$ cat src/rtl/tiny900_pkg.sv
/*
 * tiny900 shared definitions
 * data types, bus structs, opcode and ALU constants, decoder phases
 */
package tiny900_pkg;

    typedef logic [31:0] word_t;     // register and immediate data
    typedef logic [7:0]  pc_t;       // program byte address
    typedef logic [3:0]  reg_idx_t;  // {bank, reg}
    typedef logic [1:0]  size_t;
    typedef logic [1:0]  alu_op_t;

    localparam size_t SZ_BYTE = 2'd0;
    localparam size_t SZ_WORD = 2'd1;
    localparam size_t SZ_LONG = 2'd2;

    localparam alu_op_t ALU_MOVE = 2'd0;
    localparam alu_op_t ALU_ADD  = 2'd1;
    localparam alu_op_t ALU_ADC  = 2'd2;

    // single byte opcodes
    localparam logic [7:0] OP_NOP  = 8'h00;
    localparam logic [7:0] OP_HALT = 8'h05;
    localparam logic [7:0] OP_INCF = 8'h0C;
    localparam logic [7:0] OP_DECF = 8'h0D;

    // second byte after a 11zz_10RR prefix, upper six bits
    localparam logic [5:0] OP2_LD  = 6'b1000_10;
    localparam logic [5:0] OP2_ADD = 6'b1000_00;
    localparam logic [5:0] OP2_ADC = 6'b1001_00;

    typedef enum logic [1:0] {FETCH, EXEC, FILL_IMM, HALTED} phase_e;

    typedef struct packed {
        alu_op_t op;
        size_t   size;
        word_t   a;
        word_t   b;
    } alu_req_t;

    typedef struct packed {
        logic       we;
        size_t      size;
        logic [1:0] dst;   // register within the current bank
        word_t      data;
    } reg_wr_t;

    typedef struct packed {
        logic        psel;
        logic        penable;
        logic        pwrite;
        logic [11:0] paddr;
        word_t       pwdata;
    } apb_req_t;

    typedef struct packed {
        word_t prdata;
        logic  pready;
        logic  pslverr;
    } apb_rsp_t;

endpackage

$ cat src/rtl/tiny900_alu.sv
/*
 * tiny900 ALU
 * size-aware move, add and add with carry, carry flag register
 */
`timescale 1ns/1ps

module tiny900_alu (
    input  logic                  clk,
    input  logic                  rst,
    input  tiny900_pkg::alu_req_t req,
    output tiny900_pkg::word_t    result
);
    tiny900_pkg::word_t mask;
    logic [32:0]        sum;
    logic               cin;
    logic               carry_q;
    logic               carry_nx;

    always_comb begin
        cin = (req.op == tiny900_pkg::ALU_ADC) & carry_q;
        case (req.size)
            tiny900_pkg::SZ_BYTE: mask = 32'h0000_00ff;
            tiny900_pkg::SZ_WORD: mask = 32'h0000_ffff;
            default:              mask = 32'hffff_ffff;
        endcase
        sum = {1'b0, req.a & mask} + {1'b0, req.b & mask} + 33'(cin);
        case (req.size)  // carry out of the operand's top bit
            tiny900_pkg::SZ_BYTE: carry_nx = sum[8];
            tiny900_pkg::SZ_WORD: carry_nx = sum[16];
            default:              carry_nx = sum[32];
        endcase
        result = (req.op == tiny900_pkg::ALU_MOVE) ? req.b : sum[31:0];
    end

    always_ff @(posedge clk or posedge rst) begin
        if (rst) begin
            carry_q <= 1'b0;
        end else if (req.op == tiny900_pkg::ALU_ADD || req.op == tiny900_pkg::ALU_ADC) begin
            carry_q <= carry_nx;
        end
    end

endmodule

$ cat src/rtl/tiny900_apb_cfg.sv
/*
 * tiny900 APB configuration slave
 * run control, status, program memory and register readback windows
 */
`timescale 1ns/1ps

module tiny900_apb_cfg #(
    parameter int PROG_BYTES = 64
) (
    input  logic                  clk,
    input  logic                  rst,
    input  tiny900_pkg::apb_req_t apb_req,
    input  logic                  halted,
    input  logic                  illegal,
    input  tiny900_pkg::pc_t      pc,
    input  logic [1:0]            rfp,
    input  logic [7:0]            prog_rdata,
    input  tiny900_pkg::word_t    dbg_data,
    output tiny900_pkg::apb_rsp_t apb_rsp,
    output logic                  start,
    output logic                  prog_we,
    output tiny900_pkg::pc_t      prog_addr,
    output logic [7:0]            prog_wdata,
    output tiny900_pkg::reg_idx_t dbg_idx
);
    localparam logic [11:0] A_CTRL   = 12'h000;
    localparam logic [11:0] A_STATUS = 12'h004;
    localparam logic [11:0] A_RFP    = 12'h008;

    logic               setup, access;
    logic               sel_ctrl, sel_status, sel_rfp, sel_prog, sel_reg;
    logic               mapped, wr_blocked;
    tiny900_pkg::word_t rdata_nx;
    tiny900_pkg::word_t prdata_q;

    assign setup  = apb_req.psel & ~apb_req.penable;
    assign access = apb_req.psel & apb_req.penable;

    assign sel_ctrl   = apb_req.paddr == A_CTRL;
    assign sel_status = apb_req.paddr == A_STATUS;
    assign sel_rfp    = apb_req.paddr == A_RFP;
    assign sel_prog   = apb_req.paddr[11:8] == 4'h1 && apb_req.paddr[1:0] == 2'b00
                        && int'(apb_req.paddr[7:2]) < PROG_BYTES;
    assign sel_reg    = apb_req.paddr[11:6] == 6'b0010_00 && apb_req.paddr[1:0] == 2'b00;

    assign mapped     = sel_ctrl | sel_status | sel_rfp | sel_prog | sel_reg;
    assign wr_blocked = sel_prog & apb_req.pwrite & ~halted;  // core is running

    assign prog_addr  = tiny900_pkg::pc_t'(apb_req.paddr[7:2]);
    assign prog_wdata = apb_req.pwdata[7:0];
    assign prog_we    = access & apb_req.pwrite & sel_prog & halted;
    assign dbg_idx    = apb_req.paddr[5:2];
    assign start      = access & apb_req.pwrite & sel_ctrl & apb_req.pwdata[0];

    always_comb begin
        rdata_nx = '0;
        if (sel_ctrl) begin
            rdata_nx[0] = ~halted;   // busy
        end else if (sel_status) begin
            rdata_nx = {16'd0, pc, 6'd0, illegal, halted};
        end else if (sel_rfp) begin
            rdata_nx = {30'd0, rfp};
        end else if (sel_prog) begin
            rdata_nx = {24'd0, prog_rdata};
        end else if (sel_reg) begin
            rdata_nx = dbg_data;
        end
    end

    // sampled in the setup cycle, presented in the access cycle
    always_ff @(posedge clk or posedge rst) begin
        if (rst) begin
            prdata_q <= '0;
        end else if (setup & ~apb_req.pwrite) begin
            prdata_q <= rdata_nx;
        end
    end

    assign apb_rsp = '{
        prdata:  prdata_q,
        pready:  1'b1,
        pslverr: access & (~mapped | wr_blocked)
    };

endmodule

$ cat src/rtl/tiny900_ctrl.sv
/*
 * tiny900 opcode decoder
 * phase machine driving the ALU, register writes, rfp and bytes consumed
 */
`timescale 1ns/1ps

module tiny900_ctrl (
    input  logic                  clk,
    input  logic                  rst,
    input  logic                  start,
    input  tiny900_pkg::word_t    op_win,
    input  tiny900_pkg::word_t    rd_a,
    input  tiny900_pkg::word_t    rd_b,
    output logic [1:0]            fetched,
    output tiny900_pkg::alu_req_t alu_req,
    output tiny900_pkg::reg_wr_t  wr,
    output logic [1:0]            src_a,
    output logic [1:0]            src_b,
    output logic                  inc_rfp,
    output logic                  dec_rfp,
    output logic                  halted,
    output logic                  illegal
);
    tiny900_pkg::phase_e phase, nx_phase;
    tiny900_pkg::size_t  size_q, nx_size;
    logic [1:0]          dst_q, nx_dst;
    logic [7:0]          imm_lo, nx_imm_lo;
    logic                nx_illegal;
    logic                bad_op;
    logic [7:0]          op;

    assign op     = op_win[7:0];
    assign halted = phase == tiny900_pkg::HALTED;
    assign src_a  = dst_q;     // R from the prefix
    assign src_b  = op[1:0];   // r from the second byte

    always_comb begin
        nx_phase   = phase;
        nx_size    = size_q;
        nx_dst     = dst_q;
        nx_imm_lo  = imm_lo;
        nx_illegal = illegal;
        bad_op     = 1'b0;
        fetched    = 2'd0;
        inc_rfp    = 1'b0;
        dec_rfp    = 1'b0;
        alu_req    = '{op: tiny900_pkg::ALU_MOVE, size: size_q, a: rd_a, b: rd_b};
        wr         = '{we: 1'b0, size: size_q, dst: dst_q, data: '0};
        case (phase)
            tiny900_pkg::FETCH: begin
                casez (op)
                    tiny900_pkg::OP_NOP: begin
                        fetched = 2'd1;
                    end
                    tiny900_pkg::OP_HALT: begin
                        fetched  = 2'd1;
                        nx_phase = tiny900_pkg::HALTED;
                    end
                    tiny900_pkg::OP_INCF: begin
                        fetched = 2'd1;
                        inc_rfp = 1'b1;
                    end
                    tiny900_pkg::OP_DECF: begin
                        fetched = 2'd1;
                        dec_rfp = 1'b1;
                    end
                    8'b0010_00??, 8'b0011_00??, 8'b0100_00??: begin  // LD R,#
                        nx_size = tiny900_pkg::size_t'(op[6:4] - 3'd2);
                        nx_dst  = op[1:0];
                        fetched = 2'd2;
                        if (op[6:4] == 3'd2) begin
                            alu_req.size = tiny900_pkg::SZ_BYTE;
                            alu_req.b    = {24'd0, op_win[15:8]};
                            wr.we        = 1'b1;
                            wr.size      = tiny900_pkg::SZ_BYTE;
                            wr.dst       = op[1:0];
                        end else begin
                            // low byte now, the rest next cycle
                            nx_imm_lo = op_win[15:8];
                            nx_phase  = tiny900_pkg::FILL_IMM;
                        end
                    end
                    8'b11??_10??: begin
                        if (op[5:4] == 2'b11) begin
                            bad_op = 1'b1;            // no such size
                        end else begin
                            nx_size  = op[5:4];
                            nx_dst   = op[1:0];
                            fetched  = 2'd1;
                            nx_phase = tiny900_pkg::EXEC;
                        end
                    end
                    default: bad_op = 1'b1;
                endcase
            end
            tiny900_pkg::EXEC: begin
                nx_phase = tiny900_pkg::FETCH;
                fetched  = 2'd1;
                wr.we    = 1'b1;
                case (op[7:2])
                    tiny900_pkg::OP2_LD:  alu_req.op = tiny900_pkg::ALU_MOVE;
                    tiny900_pkg::OP2_ADD: alu_req.op = tiny900_pkg::ALU_ADD;
                    tiny900_pkg::OP2_ADC: alu_req.op = tiny900_pkg::ALU_ADC;
                    default:              bad_op     = 1'b1;
                endcase
            end
            tiny900_pkg::FILL_IMM: begin
                // pending write goes out once the immediate is whole
                nx_phase = tiny900_pkg::FETCH;
                wr.we    = 1'b1;
                if (size_q == tiny900_pkg::SZ_WORD) begin
                    alu_req.b = {16'd0, op_win[7:0], imm_lo};
                    fetched   = 2'd1;
                end else begin
                    alu_req.b = {op_win[23:0], imm_lo};
                    fetched   = 2'd3;
                end
            end
            default: ;  // halted, wait for start
        endcase
        if (bad_op) begin
            fetched    = 2'd0;    // pc stays on the bad byte
            wr.we      = 1'b0;
            alu_req.op = tiny900_pkg::ALU_MOVE;
            nx_phase   = tiny900_pkg::HALTED;
            nx_illegal = 1'b1;
        end
        if (start) begin
            nx_phase   = tiny900_pkg::FETCH;
            nx_illegal = 1'b0;
        end
    end

    always_ff @(posedge clk or posedge rst) begin
        if (rst) begin
            phase   <= tiny900_pkg::HALTED;
            size_q  <= tiny900_pkg::SZ_BYTE;
            dst_q   <= '0;
            illegal <= 1'b0;
        end else begin
            phase   <= nx_phase;
            size_q  <= nx_size;
            dst_q   <= nx_dst;
            illegal <= nx_illegal;
        end
    end

    always_ff @(posedge clk) begin
        imm_lo <= nx_imm_lo;
    end

endmodule

$ cat src/rtl/tiny900_fetch.sv
/*
 * tiny900 fetch unit
 * program byte memory, pc and the 4-byte opcode window
 */
`timescale 1ns/1ps

module tiny900_fetch #(
    parameter int PROG_BYTES = 64
) (
    input  logic               clk,
    input  logic               rst,
    input  logic               start,
    input  logic [1:0]         fetched,
    input  logic               prog_we,
    input  tiny900_pkg::pc_t   prog_addr,
    input  logic [7:0]         prog_wdata,
    output logic [7:0]         prog_rdata,
    output tiny900_pkg::word_t op_win,
    output tiny900_pkg::pc_t   pc
);
    localparam int AW = $clog2(PROG_BYTES);
    localparam tiny900_pkg::pc_t PC_MASK = tiny900_pkg::pc_t'(PROG_BYTES - 1);

    logic [7:0] mem [PROG_BYTES];

    always_ff @(posedge clk) begin
        if (prog_we) begin
            mem[prog_addr[AW-1:0]] <= prog_wdata;
        end
    end

    assign prog_rdata = mem[prog_addr[AW-1:0]];

    // bytes pc..pc+3, lowest byte is the opcode
    always_comb begin
        for (int i = 0; i < 4; i++) begin
            op_win[8*i +: 8] = mem[(AW)'(pc + tiny900_pkg::pc_t'(i))];
        end
    end

    always_ff @(posedge clk or posedge rst) begin
        if (rst) begin
            pc <= '0;
        end else if (start) begin
            pc <= '0;
        end else begin
            pc <= (pc + tiny900_pkg::pc_t'(fetched)) & PC_MASK;  // wraps at PROG_BYTES
        end
    end

endmodule

$ cat src/rtl/tiny900_regs.sv
/*
 * tiny900 register file
 * four banks of four 32-bit registers, rfp and sized writes
 */
`timescale 1ns/1ps

module tiny900_regs (
    input  logic                  clk,
    input  logic                  rst,
    input  logic                  start,
    input  tiny900_pkg::reg_wr_t  wr,
    input  logic                  inc_rfp,
    input  logic                  dec_rfp,
    input  logic [1:0]            src_a,
    input  logic [1:0]            src_b,
    input  tiny900_pkg::reg_idx_t dbg_idx,
    output tiny900_pkg::word_t    rd_a,
    output tiny900_pkg::word_t    rd_b,
    output tiny900_pkg::word_t    dbg_data,
    output logic [1:0]            rfp
);
    tiny900_pkg::word_t    regs_q [16];
    tiny900_pkg::reg_idx_t wr_idx;

    assign wr_idx = {rfp, wr.dst};

    always_ff @(posedge clk or posedge rst) begin
        if (rst) begin
            for (int i = 0; i < 16; i++) begin
                regs_q[i] <= '0;
            end
        end else if (wr.we) begin
            // upper bits survive a short write
            case (wr.size)
                tiny900_pkg::SZ_BYTE: regs_q[wr_idx][7:0]  <= wr.data[7:0];
                tiny900_pkg::SZ_WORD: regs_q[wr_idx][15:0] <= wr.data[15:0];
                default:              regs_q[wr_idx]       <= wr.data;
            endcase
        end
    end

    always_ff @(posedge clk or posedge rst) begin
        if (rst) begin
            rfp <= 2'd0;
        end else if (start) begin
            rfp <= 2'd0;
        end else if (inc_rfp) begin
            rfp <= rfp + 2'd1;   // modulo 4
        end else if (dec_rfp) begin
            rfp <= rfp - 2'd1;
        end
    end

    assign rd_a     = regs_q[{rfp, src_a}];
    assign rd_b     = regs_q[{rfp, src_b}];
    assign dbg_data = regs_q[dbg_idx];   // absolute index, ignores rfp

endmodule

$ cat src/rtl/tiny900_top.sv
/*
 * tiny900 top level
 * core and APB configuration block
 */
`timescale 1ns/1ps

module tiny900_top #(
    parameter int PROG_BYTES = 64
) (
    input  logic                  clk,
    input  logic                  rst,
    input  tiny900_pkg::apb_req_t apb_req,
    output tiny900_pkg::apb_rsp_t apb_rsp
);
    logic                  start, prog_we;
    tiny900_pkg::pc_t      prog_addr, pc;
    logic [7:0]            prog_wdata, prog_rdata;
    tiny900_pkg::reg_idx_t dbg_idx;
    tiny900_pkg::word_t    op_win, rd_a, rd_b, dbg_data, alu_result;
    logic [1:0]            fetched, src_a, src_b, rfp;
    tiny900_pkg::alu_req_t alu_req;
    tiny900_pkg::reg_wr_t  wr_ctl, wr;
    logic                  inc_rfp, dec_rfp, halted, illegal;

    // write data comes from the ALU
    assign wr = '{we: wr_ctl.we, size: wr_ctl.size, dst: wr_ctl.dst, data: alu_result};

    tiny900_apb_cfg #(.PROG_BYTES(PROG_BYTES)) u_cfg (
        .clk, .rst, .apb_req, .halted, .illegal, .pc, .rfp, .prog_rdata, .dbg_data,
        .apb_rsp, .start, .prog_we, .prog_addr, .prog_wdata, .dbg_idx
    );

    tiny900_fetch #(.PROG_BYTES(PROG_BYTES)) u_fetch (
        .clk, .rst, .start, .fetched, .prog_we, .prog_addr, .prog_wdata,
        .prog_rdata, .op_win, .pc
    );

    tiny900_ctrl u_ctrl (
        .clk, .rst, .start, .op_win, .rd_a, .rd_b,
        .fetched, .alu_req, .wr(wr_ctl), .src_a, .src_b,
        .inc_rfp, .dec_rfp, .halted, .illegal
    );

    tiny900_alu u_alu (
        .clk, .rst, .req(alu_req), .result(alu_result)
    );

    tiny900_regs u_regs (
        .clk, .rst, .start, .wr, .inc_rfp, .dec_rfp, .src_a, .src_b, .dbg_idx,
        .rd_a, .rd_b, .dbg_data, .rfp
    );

endmodule

$ cat config.mk
export PLATFORM = sky130hd
export DESIGN_NAME = tiny900_top
export DESIGN_NICKNAME = d
export VERILOG_FILES = /design/src/rtl/tiny900_pkg.sv /design/src/rtl/tiny900_alu.sv /design/src/rtl/tiny900_apb_cfg.sv /design/src/rtl/tiny900_ctrl.sv /design/src/rtl/tiny900_fetch.sv /design/src/rtl/tiny900_regs.sv /design/src/rtl/tiny900_top.sv
export SDC_FILE = /design/constraint.sdc
export NUM_CORES = 2
export LEC_CHECK = 0
export BUFFER_PORTS_ARGS = -buffer_cell sky130_fd_sc_hd__buf_2
export CORE_MARGIN = 8
export CORE_UTILIZATION = 25
export CTS_CLUSTER_SIZE = 14
export DETAILED_ROUTE_END_ITERATION = 10
export PLACE_DENSITY = 0.46
export SYNTH_ARGS = -nofsm -noshare
export SYNTH_HDL_FRONTEND = slang
export SYNTH_SLANG_ARGS = --single-unit
$ cat constraint.sdc
create_clock -name clk -period 26.1 [get_ports clk]
set_clock_uncertainty 0.1 [all_clocks]
set_input_delay 3.915 -clock clk [delete_from_list [all_inputs] [get_ports clk]]
set_output_delay 3.915 -clock clk [all_outputs]
set_load 0.03 [all_outputs]
==> flow_summary_export.csv <==
group,metric,value,unit
clocking,postCtsSetupRepairBufs,0,
detailed_routing,via_per_inst,5.63,
worst_setup_path,critical_path.slowest_cell,"mux2i_1",
synthesis,synthAdderAreaFrac,0.00841,
die,die_height,538,µm
timing,period_needed,11.57,ns
clocking,clock_path_buffers,3,
clocking,cts-root-buf,"clkbuf_16",
detailed_routing,drt_wl_total,251000,µm
worst_setup_path,critPathMaxStageDelay,1.02,ns
grt,grt_pass1_wl,357000,µm
detailed_routing,drt_iter0_markers,4512,
synthesis,synthMuxAreaShare,0.433,
layout,multi_input_area,0.0369,mm²
run_status,status,"finished, final reports clean",
synthesis,synth_top_family_by_area,"multiplexers",
detailed_routing,dr_wl_met2,118000,µm
timing,max_slew_margin,0.0790,
worst_setup_path,crit_fanout,50,
clocking,holdBufCountCts,0,
worst_setup_path,startpoint,"u_fetch.pc[0]$_DFF_PP0_",
synthesis,async_reset_ff_frac,0.519,
place,portBuffers,57,
worst_setup_path,critPathMostFrequentCell,"buf_4",
timing,setup_viol,0,
worst_setup_path,cp-end-kind,"register",
clocking,worstSkewPairLatency,0.78,ns
grt,grt_overflow_total,0,
synthesis,synth.cell_area,0.0681,mm²
timing,worstMarginPinSlew,1.34,ns
power,p_per_area,112,mW/mm²
worst_setup_path,reg2reg_depth,27,
power,ir_drop,0.197,mV
synthesis,synth_edf_count,520,
worst_setup_path,startpoint_type,"register",
worst_hold_path,hold_depth,1,
layout,drive_gt1_frac,0.453,
layout,utilization,0.285,
grt,grtUsageTotal,0.170,
worst_setup_path,r2r_start,"u_fetch.pc[0]$_DFF_PP0_",
place,dpl_cell_area,0.0730,mm²
synthesis,synth_compound_area_frac,0.0483,
clocking,clock_sinks,1080,
clocking,cts-resized-gates,0,
timing,rsz0062_at_grt,"no",
worst_hold_path,min-delay-start,"u_cfg.prdata_q[1]$_DFFE_PP0P_",
synthesis,syn_nets,4414,
worst_setup_path,setup.worst_path.class,"register to register",
power,power_leakage,28.3,nW
clocking,cts_tree,"built",
timing,min_period_over_period,0.443,
worst_setup_path,critPathRequiredTime,26.68,ns
die,rows,191,
synthesis,synth.distinct_cells,89,
layout,fillCellCount,27156,
grt,antenna_found_initial,13,
die,num_io_pins,83,
layout,fin_area,0.0771,mm²
die,start_util,0.251,
place,post-dp-hpwl,159000,µm
detailed_routing,firstDrtPassIters,9,
synthesis,synthCells,4321,
synthesis,synthSimpleGateAreaFrac,0.0425,
detailed_routing,wl_per_cell,31.5,µm
grt,first_global_vias,45171,
worst_hold_path,hold_end,"u_cfg.prdata_q[1]$_DFFE_PP0P_",
place,place_congestion,0.852,
worst_hold_path,hold_class,"register to register",
timing,tns,0,ns
clocking,path_clk_slew,0.07,ns
die,die-width,538,µm
worst_setup_path,crit_arrival,12.15,ns
detailed_routing,wl_met1,104000,µm
run,drv_cap,0,
timing,slew_viol_final,0,
synthesis,synth_xor_area_frac,0.00527,
detailed_routing,drc_errors,0,
synthesis,ys.flop_type,"dfrtp_1",
detailed_routing,routed-wl-met3,19100,µm
detailed_routing,drtAntennaViolNets,0,
detailed_routing,maxUsedRoutingLayer,"met5",
clocking,numCtsBuffers,121,
grt,grt_max_degree,119,
timing,hold_viol_final,0,
synthesis,avgSynthCellArea,15.8,µm²
synthesis,ys_seq_elements,1080,
die,dieArea,0.290,mm²
layout,regArea,0.0297,mm²
detailed_routing,num_vias,44927,
synthesis,yosysSeqAreaShare,0.435,
die,coreArea,0.271,mm²
layout,syn_to_final_growth,13.2,%
timing,fmax,86.5,MHz
worst_setup_path,reg2reg_slack,14.53,ns
layout,fin_nets,4393,
synthesis,yosysWarnings,0,
clocking,cts.htree.levels,3,
layout make-up:
type                    count  area share
clock buffers             162      0.0436
diodes                      7    0.000227
multi-input cells        2810       0.478
clock inverters            64     0.00973
well taps                3570      0.0579
repair buffers            243      0.0238
inverters                  44     0.00224
flip-flops and latches   1080       0.385
power by group:
group	switching [mW]	internal [mW]	leakage, nW
clock network	0.767	1.03	2.00
logic	2.89	1.88	13.9
registers	0.144	1.88	12.4
total	3.80	4.80	28.3
layout by cell type (no fill, tap or decap), drive strengths merged, types with 28 or more instances in the layout:
| cell | n |
|---|---|
| ha | 41 |
| nand3 | 44 |
| inv | 49 |
| o21ai | 63 |
| dfrtp | 558 |
| nor2 | 196 |
| nand2 | 147 |
| clkinv | 38 |
| clkbuf | 162 |
| a21oi | 96 |
| mux2i | 184 |
| mux2 | 520 |
| nor2b | 37 |
| mux4 | 968 |
| buf | 243 |
| a22oi | 105 |
| edfxtp | 520 |
| a211oi | 28 |
worst max-delay path, delay by kind of cell (launching register included):
family | cells | cell delay (ns)
simple gates | 7 | 2.42
mux | 3 | 1.96
fa+ha+maj | 2 | 0.63
buf+inv | 4 | 1.66
xor+xnor | 1 | 0.11
compound gates | 10 | 3.52
flops | 1 | 0.91
cells in the mapped netlist, types with 44 or more instances:
| cell | count | share of area |
|---|---|---|
| mux2i_1 | 184 | 0.027 |
| nand3_1 | 44 | 0.0032 |
| nand2_1 | 147 | 0.0081 |
| nor2_1 | 184 | 0.010 |
| buf_1 | 82 | 0.0045 |
| buf_2 | 52 | 0.0038 |
| o21ai_0 | 60 | 0.0044 |
| a22oi_1 | 105 | 0.012 |
| clkbuf_1 | 209 | 0.012 |
| edfxtp_1 | 520 | 0.23 |
| a21oi_1 | 95 | 0.0070 |
| mux2_2 | 510 | 0.084 |
| dfrtp_1 | 558 | 0.20 |
| mux4_2 | 968 | 0.32 |
through the flow:
| stage | setup slack, ns | std cells | power (mW) | hold slack [ns] |
|---|---|---|---|---|
| final | 14.53 | 7980 | 8.60 | 0.381 |
| after global routing | 13.94 | 7974 | 8.95 | 0.408 |
| after CTS | 14.70 | 7972 | 8.65 | 0.388 |
| after detailed placement | 14.78 | 7746 | 6.82 | 0.372 |
| after global placement | 14.75 | 7746 | 6.82 | 0.363 |
| after floorplan | 6.43 | 4321 | 5.13 | 0.377 |
routing by layer:
metal / global-route usage / vias to the layer above
met5: 0 / -
met2: 0.274 / 2011
met4: 0.0550 / 10
li1: - / 17957
met1: 0.228 / 24497
met3: 0.0361 / 452
cells by family (layout without fill, tap and decap cells):
logic type                 after synthesis  after routing
muxes                                 1672           1672
DFF                                   1080           1080
and+or+nand+nor                        575            575
AOI/OAI and AO/OA                      477            477
buffers and inverters                  431            513
adders and majority gates               44             44
xor gates and xnor gates                41             41
other                                    1              8
worst max-delay path by stage:
stage | slack [ns] | cells past startpoint | to
after floorplan | 6.43 | 1 | asynchronous set/reset pin
after global placement | 14.75 | 27 | register
after detailed placement | 14.78 | 27 | register
after CTS | 14.70 | 27 | register
after global routing | 13.94 | 27 | register
final | 14.53 | 27 | register
Note: power is estimated with default switching activity, not from simulation.
